## src/source/fetch_pkg.sv

```systemverilog
// Fetch path constants and address type, imported by every module of the fetch front end
`default_nettype none

package fetch_pkg;

    //==============================
    // Addressing
    //==============================

    // Byte address width of the instruction space
    localparam int ADDR_WIDTH = 32;

    // Byte address of a fetch or of a single instruction
    typedef logic [ADDR_WIDTH-1:0] fetch_addr_t;

    // First fetch address after reset
    localparam fetch_addr_t RESET_PC = '0;

    // Address step between two memory words
    localparam int WORD_BYTES = 4;

    // Address step between two parcels inside a word
    localparam int HALF_BYTES = 2;

    //==============================
    // Queueing
    //==============================

    // Number of fetches that may be outstanding or waiting in the queues
    // Both queues use it, so a word always finds a slot
    localparam int FETCH_QUEUE_DEPTH = 4;

endpackage : fetch_pkg

`default_nettype wire

```

## src/source/rv_isa_pkg.sv

```systemverilog
// RISC-V instruction word and parcel definitions, imported by the aligner and the testbench
`default_nettype none

package rv_isa_pkg;

    //==============================
    // Instruction widths
    //==============================

    // Width of a full instruction and of one memory word
    localparam int INSTR_WIDTH = 32;

    // Width of one instruction parcel
    // A compressed instruction occupies exactly one parcel
    localparam int HALF_WIDTH = 16;

    //==============================
    // Instruction types
    //==============================

    // One memory word as returned by the instruction memory
    // Also used for an aligned instruction at the output
    typedef logic [INSTR_WIDTH-1:0] instr_word_t;

    // One 16 bit parcel of the instruction stream
    typedef logic [HALF_WIDTH-1:0] instr_half_t;

    //==============================
    // Length encoding
    //==============================

    // The two lowest bits of the first parcel select the instruction length
    // Only this pattern marks a 32 bit instruction
    // Every other value marks a compressed instruction
    localparam logic [1:0] FULL_LENGTH_OPCODE = 2'b11;

endpackage : rv_isa_pkg

`default_nettype wire

```

## src/source/fetch_front_end.sv

```systemverilog
// Top level of the instruction fetch front end, connecting PC generation, queues and aligner
`timescale 1ns/1ps
`default_nettype none

module fetch_front_end (
    input  logic                    clk_i,
    input  logic                    rst_n_i,

    // Redirects and back-pressure from the back end
    input  logic                    exception_i,
    input  logic                    interrupt_i,
    input  fetch_pkg::fetch_addr_t  handler_pc_i,
    input  logic                    handler_return_i,
    input  fetch_pkg::fetch_addr_t  handler_return_pc_i,
    input  logic                    redirect_i,
    input  fetch_pkg::fetch_addr_t  redirect_target_i,
    input  logic                    stall_i,

    // Instruction memory
    output logic                    fetch_o,
    output fetch_pkg::fetch_addr_t  fetch_address_o,
    output logic                    invalidate_o,
    input  logic                    fetch_valid_i,
    input  rv_isa_pkg::instr_word_t fetch_instruction_i,

    // Aligned instruction stream
    output logic                    instr_valid_o,
    output rv_isa_pkg::instr_word_t instr_o,
    output fetch_pkg::fetch_addr_t  instr_pc_o,
    output logic                    instr_compressed_o
);

    import fetch_pkg::*;
    import rv_isa_pkg::*;

    fetch_addr_t fetch_pc;
    fetch_addr_t head_pc;
    instr_word_t head_word;
    logic        addr_full;
    logic        word_empty;
    logic        aligner_pop;

    //==============================
    // PC generation
    //==============================

    pc_generator u_pc_generator (
        .clk_i               ( clk_i               ),
        .rst_n_i             ( rst_n_i             ),
        .exception_i         ( exception_i         ),
        .interrupt_i         ( interrupt_i         ),
        .handler_pc_i        ( handler_pc_i        ),
        .handler_return_i    ( handler_return_i    ),
        .handler_return_pc_i ( handler_return_pc_i ),
        .redirect_i          ( redirect_i          ),
        .redirect_target_i   ( redirect_target_i   ),
        .queue_full_i        ( addr_full           ),
        .fetch_o             ( fetch_o             ),
        .fetch_address_o     ( fetch_address_o     ),
        .fetch_pc_o          ( fetch_pc            ),
        .invalidate_o        ( invalidate_o        )
    );

    //==============================
    // Outstanding fetch queues
    //==============================

    // The redirect fetch is issued in the flush cycle, so its address must survive
    sync_fifo #(
        .payload_t          ( fetch_addr_t      ),
        .DEPTH              ( FETCH_QUEUE_DEPTH ),
        .KEEP_PUSH_ON_FLUSH ( 1'b1              )
    ) addr_queue (
        .clk_i       ( clk_i        ),
        .rst_n_i     ( rst_n_i      ),
        .flush_i     ( invalidate_o ),
        .push_i      ( fetch_o      ),
        .push_data_i ( fetch_pc     ),
        .pop_i       ( aligner_pop  ),
        .pop_data_o  ( head_pc      ),
        .empty_o     (              ),
        .full_o      ( addr_full    )
    );

    // A word arriving with the flush answers an old request and is dropped
    sync_fifo #(
        .payload_t          ( instr_word_t      ),
        .DEPTH              ( FETCH_QUEUE_DEPTH ),
        .KEEP_PUSH_ON_FLUSH ( 1'b0              )
    ) word_queue (
        .clk_i       ( clk_i               ),
        .rst_n_i     ( rst_n_i             ),
        .flush_i     ( invalidate_o        ),
        .push_i      ( fetch_valid_i       ),
        .push_data_i ( fetch_instruction_i ),
        .pop_i       ( aligner_pop         ),
        .pop_data_o  ( head_word           ),
        .empty_o     ( word_empty          ),
        .full_o      (                     )
    );

    //==============================
    // Alignment and output stage
    //==============================

    instruction_aligner u_instruction_aligner (
        .clk_i              ( clk_i              ),
        .rst_n_i            ( rst_n_i            ),
        .flush_i            ( invalidate_o       ),
        .stall_i            ( stall_i            ),
        .word_empty_i       ( word_empty         ),
        .word_i             ( head_word          ),
        .word_pc_i          ( head_pc            ),
        .pop_o              ( aligner_pop        ),
        .instr_valid_o      ( instr_valid_o      ),
        .instr_o            ( instr_o            ),
        .instr_pc_o         ( instr_pc_o         ),
        .instr_compressed_o ( instr_compressed_o )
    );

endmodule : fetch_front_end

`default_nettype wire

```

## src/source/instruction_aligner.sv

```systemverilog
// Splits and fuses queued memory words into 16/32 bit instructions behind one output register
`timescale 1ns/1ps
`default_nettype none

module instruction_aligner (
    input  logic                    clk_i,
    input  logic                    rst_n_i,
    input  logic                    flush_i,
    input  logic                    stall_i,

    // Heads of the word and address queues
    input  logic                    word_empty_i,
    input  rv_isa_pkg::instr_word_t word_i,
    input  fetch_pkg::fetch_addr_t  word_pc_i,
    output logic                    pop_o,

    // Registered output stage
    output logic                    instr_valid_o,
    output rv_isa_pkg::instr_word_t instr_o,
    output fetch_pkg::fetch_addr_t  instr_pc_o,
    output logic                    instr_compressed_o
);

    import rv_isa_pkg::*;
    import fetch_pkg::*;

    // Upper parcel of the last popped word that still waits to be used
    logic        pending_valid;
    instr_half_t pending_half;
    fetch_addr_t pending_pc;

    instr_half_t low_half;
    instr_half_t high_half;
    fetch_addr_t word_base;
    fetch_addr_t upper_pc;
    logic        starts_upper;
    logic        low_compressed;
    logic        pending_compressed;

    // Instruction picked in this cycle
    logic        emit;
    instr_word_t emit_instr;
    fetch_addr_t emit_pc;
    logic        emit_compressed;
    logic        keep_upper;
    logic        drop_pending;

    assign low_half  = word_i[HALF_WIDTH-1:0];
    assign high_half = word_i[INSTR_WIDTH-1:HALF_WIDTH];
    assign word_base = word_pc_i & ~fetch_addr_t'(WORD_BYTES - 1);
    assign upper_pc  = word_base + fetch_addr_t'(HALF_BYTES);

    // Set when a halfword redirect target points at the upper parcel
    assign starts_upper       = (word_pc_i != word_base);
    assign low_compressed     = (low_half[1:0] != FULL_LENGTH_OPCODE);
    assign pending_compressed = (pending_half[1:0] != FULL_LENGTH_OPCODE);

    //==============================
    // Parcel selection
    //==============================

    always_comb begin
        emit            = 1'b0;
        emit_instr      = '0;
        emit_pc         = pending_pc;
        emit_compressed = 1'b0;
        pop_o           = 1'b0;
        keep_upper      = 1'b0;
        drop_pending    = 1'b0;
        if (!stall_i) begin
            if (pending_valid && pending_compressed) begin
                // Pending compressed parcel goes out without touching the queues
                emit            = 1'b1;
                emit_instr      = {{HALF_WIDTH{1'b0}}, pending_half};
                emit_compressed = 1'b1;
                drop_pending    = 1'b1;
            end else if (pending_valid) begin
                // Lower half of a 32 bit instruction waits for the next word
                if (!word_empty_i) begin
                    emit       = 1'b1;
                    emit_instr = {low_half, pending_half};
                    pop_o      = 1'b1;
                    keep_upper = 1'b1;
                end
            end else if (!word_empty_i) begin
                pop_o = 1'b1;
                if (starts_upper) begin
                    // The lower parcel lies before the target and is skipped
                    keep_upper = 1'b1;
                end else if (low_compressed) begin
                    emit            = 1'b1;
                    emit_instr      = {{HALF_WIDTH{1'b0}}, low_half};
                    emit_pc         = word_pc_i;
                    emit_compressed = 1'b1;
                    keep_upper      = 1'b1;
                end else begin
                    emit       = 1'b1;
                    emit_instr = word_i;
                    emit_pc    = word_pc_i;
                end
            end
        end
    end

    //==============================
    // Pending parcel and output stage
    //==============================

    always_ff @(posedge clk_i) begin
        if (!rst_n_i) begin
            pending_valid <= 1'b0;
            instr_valid_o <= 1'b0;
        end else if (flush_i) begin
            pending_valid <= 1'b0;
            instr_valid_o <= 1'b0;
        end else begin
            if (keep_upper) begin
                pending_valid <= 1'b1;
            end else if (drop_pending) begin
                pending_valid <= 1'b0;
            end
            // Output holds while stalled
            if (!stall_i) begin
                instr_valid_o <= emit;
            end
        end
    end

    always_ff @(posedge clk_i) begin
        if (keep_upper) begin
            pending_half <= high_half;
            pending_pc   <= upper_pc;
        end
        if (emit) begin
            instr_o            <= emit_instr;
            instr_pc_o         <= emit_pc;
            instr_compressed_o <= emit_compressed;
        end
    end

endmodule : instruction_aligner

`default_nettype wire

```

## src/source/pc_generator.sv

```systemverilog
// Program counter and prioritized next fetch address selection for the fetch front end
`timescale 1ns/1ps
`default_nettype none

module pc_generator (
    input  logic                   clk_i,
    input  logic                   rst_n_i,

    // Redirect sources from the back end
    input  logic                   exception_i,
    input  logic                   interrupt_i,
    input  fetch_pkg::fetch_addr_t handler_pc_i,
    input  logic                   handler_return_i,
    input  fetch_pkg::fetch_addr_t handler_return_pc_i,
    input  logic                   redirect_i,
    input  fetch_pkg::fetch_addr_t redirect_target_i,

    // Back-pressure from the address queue
    input  logic                   queue_full_i,

    // Fetch request towards memory and the address queue
    output logic                   fetch_o,
    output fetch_pkg::fetch_addr_t fetch_address_o,
    output fetch_pkg::fetch_addr_t fetch_pc_o,
    output logic                   invalidate_o
);

    import fetch_pkg::*;

    // Address of the next sequential word
    fetch_addr_t program_counter;
    logic        handler_entry;

    //==============================
    // Next fetch selection
    //==============================

    assign handler_entry = exception_i | interrupt_i;

    // Every redirect source throws away what is queued or in flight
    assign invalidate_o = handler_entry | handler_return_i | redirect_i;

    // Fixed priority, handler entry first and sequential fetch last
    always_comb begin
        if (handler_entry) begin
            fetch_pc_o = handler_pc_i;
        end else if (handler_return_i) begin
            fetch_pc_o = handler_return_pc_i;
        end else if (redirect_i) begin
            fetch_pc_o = redirect_target_i;
        end else begin
            fetch_pc_o = program_counter;
        end
    end

    // A redirect fetches at once since the flush empties the queue in the same edge
    assign fetch_o = invalidate_o | !queue_full_i;

    // Memory is word addressed, the halfword offset stays in fetch_pc_o
    assign fetch_address_o = fetch_pc_o & ~fetch_addr_t'(WORD_BYTES - 1);

    //==============================
    // Program counter register
    //==============================

    // After a halfword target the sequence goes on at the following word
    always_ff @(posedge clk_i) begin
        if (!rst_n_i) begin
            program_counter <= RESET_PC;
        end else if (fetch_o) begin
            program_counter <= fetch_address_o + fetch_addr_t'(WORD_BYTES);
        end
    end

endmodule : pc_generator

`default_nettype wire

```

## src/source/sync_fifo.sv

```systemverilog
// Synchronous FIFO with a payload type parameter, used for the fetch address and word queues
`timescale 1ns/1ps
`default_nettype none

module sync_fifo #(
    parameter type         payload_t          = fetch_pkg::fetch_addr_t,
    parameter int unsigned DEPTH              = fetch_pkg::FETCH_QUEUE_DEPTH,
    // When set, a push in the flush cycle survives as the only entry
    parameter bit          KEEP_PUSH_ON_FLUSH = 1'b0
) (
    input  logic     clk_i,
    input  logic     rst_n_i,
    input  logic     flush_i,
    input  logic     push_i,
    input  payload_t push_data_i,
    input  logic     pop_i,
    output payload_t pop_data_o,
    output logic     empty_o,
    output logic     full_o
);

    // Pointers wrap on their own because DEPTH is a power of two
    localparam int PTR_W = $clog2(DEPTH);
    localparam int CNT_W = $clog2(DEPTH + 1);
    localparam logic [CNT_W-1:0] FULL_COUNT = CNT_W'(DEPTH);

    payload_t         storage [DEPTH];
    logic [PTR_W-1:0] rd_ptr;
    logic [PTR_W-1:0] wr_ptr;
    logic [CNT_W-1:0] count;
    logic             do_push;
    logic             do_pop;
    logic             flush_push;

    assign empty_o    = (count == '0);
    assign full_o     = (count == FULL_COUNT);
    assign pop_data_o = storage[rd_ptr];

    // A pop frees a slot in the same cycle, so push on full is fine then
    assign do_pop     = pop_i && !empty_o;
    assign do_push    = push_i && (!full_o || do_pop);
    assign flush_push = KEEP_PUSH_ON_FLUSH && push_i;

    always_ff @(posedge clk_i) begin
        if (!rst_n_i) begin
            rd_ptr <= '0;
            wr_ptr <= '0;
            count  <= '0;
        end else if (flush_i) begin
            // Flush wins over pop, the queue restarts at slot zero
            rd_ptr <= '0;
            wr_ptr <= flush_push ? PTR_W'(1) : '0;
            count  <= flush_push ? CNT_W'(1) : '0;
        end else begin
            if (do_push) begin
                wr_ptr <= wr_ptr + 1'b1;
            end
            if (do_pop) begin
                rd_ptr <= rd_ptr + 1'b1;
            end
            if (do_push && !do_pop) begin
                count <= count + 1'b1;
            end else if (do_pop && !do_push) begin
                count <= count - 1'b1;
            end
        end
    end

    // Payload storage
    always_ff @(posedge clk_i) begin
        if (flush_i) begin
            if (flush_push) begin
                storage[0] <= push_data_i;
            end
        end else if (do_push) begin
            storage[wr_ptr] <= push_data_i;
        end
    end

endmodule : sync_fifo

`default_nettype wire

```

## config.mk

```make
export PLATFORM = sky130hd
export DESIGN_NAME = fetch_front_end
export DESIGN_NICKNAME = d
export VERILOG_FILES = /design/src/source/fetch_pkg.sv /design/src/source/rv_isa_pkg.sv /design/src/source/fetch_front_end.sv /design/src/source/instruction_aligner.sv /design/src/source/pc_generator.sv /design/src/source/sync_fifo.sv
export SDC_FILE = /design/constraint.sdc
export NUM_CORES = 1
export LEC_CHECK = 0
export BUFFER_PORTS_ARGS = -buffer_cell sky130_fd_sc_hd__buf_2
export CORE_ASPECT_RATIO = 0.75
export CORE_MARGIN = 5
export CORE_UTILIZATION = 57
export CTS_CLUSTER_DIAMETER = 200
export CTS_CLUSTER_SIZE = 28
export DETAILED_ROUTE_END_ITERATION = 12
export PLACE_DENSITY = 0.79
export SYNTH_ARGS = -nofsm -noshare
export SYNTH_HDL_FRONTEND = slang
export SYNTH_SLANG_ARGS = --single-unit
```

## constraint.sdc

```tcl
create_clock -name clk_i -period 7.7 [get_ports clk_i]
set_input_delay 0.77 -clock clk_i [delete_from_list [all_inputs] [get_ports clk_i]]
set_output_delay 0.77 -clock clk_i [all_outputs]
set_load 0.01 [all_outputs]
```

==> results of run 1 <==
per-stage QoR:
stage / cells / power, mW / hold slack, ns / setup WS [ns] / utilization, %
6_report: 1664 / 3.88 / 0.460 / 3.19 / 64.1
5_1_grt: 1664 / 4.02 / 0.435 / 2.96 / 64.1
4_1_cts: 1663 / 3.90 / 0.433 / 3.26 / 64.0
3_5_place_dp: 1631 / 2.82 / 0.446 / 3.19 / 62.3
3_3_place_gp: 1631 / 2.81 / 0.443 / 3.39 / 62.3
2_1_floorplan: 1061 / 2.72 / 0.424 / 1.54 / -
cells by family (layout without fill, tap and decap cells):
family | after synthesis | in the layout
AO/OA/AOI/OAI | 147 | 147
XOR/XNOR | 37 | 37
adder cells (fa/ha/maj) | 9 | 9
buffers and inverters | 101 | 304
flip-flops | 417 | 417
multiplexers | 124 | 124
other | 1 | 4
AND/OR/NAND/NOR | 223 | 223
Yosys cell counts, types with 15 or more instances:
| master | instances | share of area, % |
|---|---|---|
| clkbuf_1 | 31 | 0.67 |
| nand2_1 | 69 | 1.5 |
| a22oi_1 | 15 | 0.65 |
| mux2i_1 | 28 | 1.6 |
| a22o_1 | 16 | 0.81 |
| dfxtp_1 | 50 | 5.8 |
| mux2_2 | 34 | 2.2 |
| edfxtp_1 | 367 | 64 |
| nor2_1 | 68 | 1.5 |
| mux4_2 | 62 | 8.1 |
| o21ai_0 | 43 | 1.2 |
| nand3_1 | 17 | 0.49 |
| buf_4 | 35 | 1.5 |
| xor2_1 | 25 | 1.3 |
area by class of cell:
cell class / count / area, µm² / area share, %
clock inverter: 1 / 5.00 / 0.0260
tap: 399 / 499 / 2.60
timing repair buffer: 258 / 1350 / 7.04
antenna: 1 / 2.50 / 0.0130
sequential: 417 / 12000 / 62.6
clock buffer: 31 / 520 / 2.71
multi-input combinational: 543 / 4760 / 24.8
inverter: 14 / 52.6 / 0.273
worst reg2reg max path, stage by stage (launching register included):
cell     delay (ns)
dfxtp_1        0.43
nor3_1         0.15
nor2_1         0.93
nor2_1         0.21
o21ai_4        0.91
buf_4          0.59
registers in the layout (all words and copies together) (netlist names), 2 cells and up, named ones only:
register and count:
word_queue.storage 128, u_instruction_aligner.pending_half 16, addr_queue.count 3, word_queue.rd_ptr 2
u_instruction_aligner.pending_pc 30, word_queue.wr_ptr 2, u_instruction_aligner.instr_pc_o 32, word_queue.count 3
u_pc_generator.program_counter 30, addr_queue.wr_ptr 2, addr_queue.rd_ptr 2, addr_queue.storage 128
u_instruction_aligner.instr_o 32
metal layers:
| metal | share of wire [%] | GRT usage (%) |
|---|---|---|
| met5 | 0.034 | 0 |
| met4 | 1.7 | 4.12 |
| met3 | 6.5 | 3.75 |
| met2 | 49 | 36.8 |
| met1 | 43 | 32.2 |
placed cells by master (no fill, tap or decap), drive strengths merged, types with 6 or more instances in the layout:
master,count
o21a,7
mux2,34
dfxtp,50
mux4,62
nor2,68
or4bb,6
nor3,9
nand2,69
inv,14
nor3b,6
xnor2,12
and2,11
xor2,25
nand3,19
a21oi,7
o221ai,14
a22o,16
mux2i,28
nand4,8
ha,7
edfxtp,367
buf,258
clkbuf,31
o211ai,12
a22oi,15
o21ai,54
power by group through the flow:
stage | logic, mW | clock network (mW) | registers, mW
after floorplan | 0.164 | 0 | 2.56
after global placement | 0.246 | 0 | 2.56
after detailed placement | 0.253 | 0 | 2.56
after CTS | 0.254 | 1.14 | 2.51
after global routing | 0.278 | 1.23 | 2.51
final | 0.256 | 1.11 | 2.51
final timing paths:
kind | from | end | cells past startpoint
min | fetch_instruction_i[6] | word_queue.storage[1][6]$_DFFE_PP_ | 1
max reg2reg | word_queue.count[0]$_SDFFE_PP0P_ | u_instruction_aligner.instr_pc_o[28]$_DFFE_PP_ | 5
max | handler_return_i | fetch_o | 7
min reg2reg | u_pc_generator.program_counter[26]$_SDFFE_PN0P_ | u_pc_generator.program_counter[26]$_SDFFE_PN0P_ | 2
==> results.tsv, run 1 <==
metric	value	unit
async_flop_share	0	%
h-tree-depth	1	
die_w	211	µm
arrival	3.74	ns
dieArea	33900	µm²
gr-usage-all-layers	22.3	%
cpPeakStageDelay	0.77	ns
cp_top_family	simple AND/OR/NAND/NOR gates	
num-nets-final	1397	
grt_max_degree	43	
power_density	202	nW/µm²
cpMaxStageDelayCell	nor2_1	
cap_viol_max_count	0	
drt_pre_antenna_iters	5	
relSlewSlack	8.07	%
synthMuxAreaShare	11.9	%
layout_min_cycle_time	4.51	ns
pin_count	236	
criticalPathCategory	in -> out	
clk_path_buf_depth	3	
drt_iter0_markers	874	
cts.sinks	417	
drv_slew	0	
syn_avg_cell_area	16.3	µm²
power.switching	0.813	mW
grt_antenna_before_repair	2	
synthesis.area	17300	µm²
netlist_instances	1059	
clock_latency	0.52	ns
final_area	19200	µm²
grt_pass1_wl	58700	µm
crit_buf_inv	4	
wl_per_cell	23.2	µm
post_cts_buffers	0	
drc_errors	0	
worst_pin_slew	1.36	ns
rows	55	
synth_top_family_by_area	multiplexers	
die_h	161	µm
vias_per_cell	5.96	
start_kind	input port	
cp_cell_sequence	buf_2, or3_4, nor2_1, inv_1, nor2_1, inv_1, buf_2	
p_int	3.07	mW
initial_core_util	57.6	%
clkTransAtPathRegs	0.11	ns
vias	9925	
cts_resized	0	
path_max_fanout	39	
core-area	30000	µm²
finalWeightedCongestion	0.874	
synthFlopType	edfxtp_1	
synth_seq_area_share	69.6	%
synth_compound_area_share	6.12	%
grt_pass1_vias	10100	
synth_edf_count	367	
setup-tns-final	0	ns
p_comb_share	6.6	%
synth_fa_ha_area_share	0.739	%
fill_cells	2163	
critPathRequiredTime	6.93	ns
rsz0062_at_grt	no	
gr-total-overflow	0	
fmax	0.222	GHz
r2r_setup_slack	4.10	ns
place_area	18700	µm²
numPortBuffers	233	
setup_viol	0	
cts_tree	built	
cts_root_buf	clkbuf_16	
status	finished, final reports clean	
hold_class	in -> reg	
cts_hold_buffers	0	
endpoint_kind	output port	
syn_to_final_growth	11.3	%
ant_nets	0	
drive_above_1_share	31.7	%
sw_frac_of_total	21.0	%
final.period_utilization	58.5	%
synth_xor_area_share	1.88	%
routed_wl	38600	µm
hold_viol_final	0	
leakage	6.52	nW
max-vdd-ir-drop	0.149	mV
yosysUniqueCellTypes	62	
dp_hpwl	26400	µm
cts_buffers	18	
yosys_warnings	0	
yosys.area_share.simple	6.56	%
seqPwrFrac	64.7	%
ys_ff_latch	417	
clockPowerShare	28.7	%
fin_worst_skew	0.0177	ns
(Power assumes the default switching activity.)
==> inputs of run 2 (changes only) <==
==> constraint.sdc (replaced) <==
create_clock -name clk_i -period 4.15 [get_ports clk_i]
set_input_delay 0.415 -clock clk_i [delete_from_list [all_inputs] [get_ports clk_i]]
set_output_delay 0.415 -clock clk_i [all_outputs]
set_load 0.01 [all_outputs]
==> run 2 against run 1 <==
Net effect:
- hold slack lost 0.35 ns
- via count rose by 0.40%
- routed wire length grew 1.5%
- sequential share of layout area is 0.57 points lower
- count of clock-buffer cells in the layout unchanged
- die area unchanged
- sequential power increased by 86%
- flip-flop and latch count did not move
- combinational power grew 91%
- cell area increased by 0.92%
- global-route usage increased by 0.33 points
- critical path type is now in -> reg
- largest cell class unchanged
- highest routed layer is now met4
==> results.tsv, run 2 (same netlist as run 1, synthesis figures left out) <==
metric	value	unit
status	finished, final reports clean	
cts_tree	built	
placedCellCount	1649	
vias	9965	
drv_slew	0	
die_h	161	µm
pin_count	236	
reg_top3	addr_queue.storage x128, word_queue.storage x128	
power.switching	1.51	mW
worst_pin_slew	0.950	ns
wl_per_cell	23.3	µm
fin_worst_skew	0.0109	ns
grt_antenna_before_repair	1	
clock_latency	0.52	ns
clkTransAtPathRegs	0.11	ns
cap_viol_max_count	0	
criticalPathCategory	in -> reg	
drt_pre_antenna_iters	7	
drc_errors	0	
clockPowerShare	28.6	%
sw_frac_of_total	21.0	%
grt_pass1_vias	9961	
drive_above_1_share	32.7	%
p_total	7.21	mW
cts_buffers	18	
ant_nets	0	
r2r_end	u_instruction_aligner.instr_pc_o[9]$_DFFE_PP_	
finalWeightedCongestion	0.918	
max-vdd-ir-drop	0.310	mV
startpoint	interrupt_i	
initial_core_util	57.6	%
hold_viol_final	0	
gr-total-overflow	0	
seqPwrFrac	64.6	%
hold_class	in -> reg	
fill_cells	2125	
clk_path_buf_depth	3	
cts_resized	0	
cts.sinks	417	
numPortBuffers	233	
fin_cells	1683	
layout_min_cycle_time	3.06	ns
start_kind	input port	
grt_pass1_wl	59200	µm
mostFrequentLayoutCells	367 x edfxtp_1, 233 x buf_2, 69 x nand2_1	
cts_hold_buffers	0	
arrival	3.53	ns
r2r_setup_slack	1.32	ns
fmax	0.327	GHz
grt_max_degree	54	
relSlewSlack	36.0	%
rsz0062_at_grt	no	
setup_viol	0	
post_cts_buffers	0	
path_max_fanout	42	
gr-usage-all-layers	22.6	%
rows	55	
cp-endpoint	u_pc_generator.program_counter[28]$_SDFFE_PN0P_	
drt_iter0_markers	804	
p_comb_share	6.8	%
routed_wl	39200	µm
h-tree-depth	1	
die_w	211	µm
setup-tns-final	0	ns
critPathRequiredTime	4.61	ns
syn_to_final_growth	12.3	%
p_int	5.70	mW
leakage	6.63	nW
cts_root_buf	clkbuf_16	
power_density	372	nW/µm²
reg2regPathDepth	6	
vias_per_cell	5.92	
dp_hpwl	27200	µm
dieArea	33900	µm²
num-nets-final	1415	
final.period_utilization	73.8	%
multi_input_area	4780	µm²
final_common_cell	edfxtp_1	
core-area	30000	µm²
regArea	12000	µm²
endpoint_kind	register	
[run 2: changes by cell type in the layout (fill, tap and decap cells not counted)]
cell / previous run / this run
buf_12: 0 / 2
buf_4: 25 / 41
diode_2: 1 / 2
nor2_2: 1 / 0
nor2_4: 2 / 3
nor4b_2: 2 / 1
nor4b_4: 0 / 1
[run 2: through the flow]
stage	instance area [µm²]	util [%]	hold slack (ns)	setup WS, ns
CTS	19400	64.6	0.0799	1.13
detailed placement	18900	62.9	0.449	0.600
finish	19400	64.6	0.106	1.09
global placement	18900	62.9	0.441	0.736
floorplan	17300	-	0.424	0.532
global route	19400	64.6	0.0850	0.932
[run 2: worst min-delay path by stage]
stage                                                               start                                         endpoint  depth (start not counted)
after global routing                              fetch_instruction_i[20]              word_queue.storage[3][20]$_DFFE_PP_                          1
after global placement    u_pc_generator.program_counter[14]$_SDFFE_PN0P_  u_pc_generator.program_counter[14]$_SDFFE_PN0P_                          2
after floorplan           u_pc_generator.program_counter[10]$_SDFFE_PN0P_  u_pc_generator.program_counter[10]$_SDFFE_PN0P_                          2
after CTS                                         fetch_instruction_i[18]              word_queue.storage[2][18]$_DFFE_PP_                          1
final                                             fetch_instruction_i[20]              word_queue.storage[0][20]$_DFFE_PP_                          1
after detailed placement  u_pc_generator.program_counter[15]$_SDFFE_PN0P_  u_pc_generator.program_counter[15]$_SDFFE_PN0P_                          2
[run 2: critical path, stage by stage]
cell and delay, ns:
buf_2 0.29, or3_4 0.62, o221ai_1 0.62, ha_1 0.35, nand3_1 0.17, nor4_4 0.37
nand3_2 0.15, or4_1 0.43, nand3_1 0.09
[run 2: layer usage]
layer  vias to the layer above  track usage [%]  share of wire, %
met1                      5095             34.4                43
met5                         -                0                 0
met2                       334             36.1                49
met3                        36             3.30               6.3
li1                       4500                -                 -
met4                         0             3.77               1.6
[run 2: power groups by stage]
stage / clock (mW) / sequential [mW] / combinational, mW
3_3_place_gp: 0 / 4.75 / 0.472
2_1_floorplan: 0 / 4.74 / 0.305
3_5_place_dp: 0 / 4.75 / 0.485
5_1_grt: 2.28 / 4.66 / 0.529
4_1_cts: 2.12 / 4.66 / 0.488
6_report: 2.06 / 4.66 / 0.490
[run 2: layout make-up]
cell class,count,area share (%)
Multi-Input combinational cell,543,24.6
Sequential cell,417,62.0
Clock inverter,1,0.0258
Timing Repair Buffer,276,7.81
Inverter,14,0.271
Clock buffer,31,2.68
Tap cell,399,2.57
Antenna cell,2,0.0258
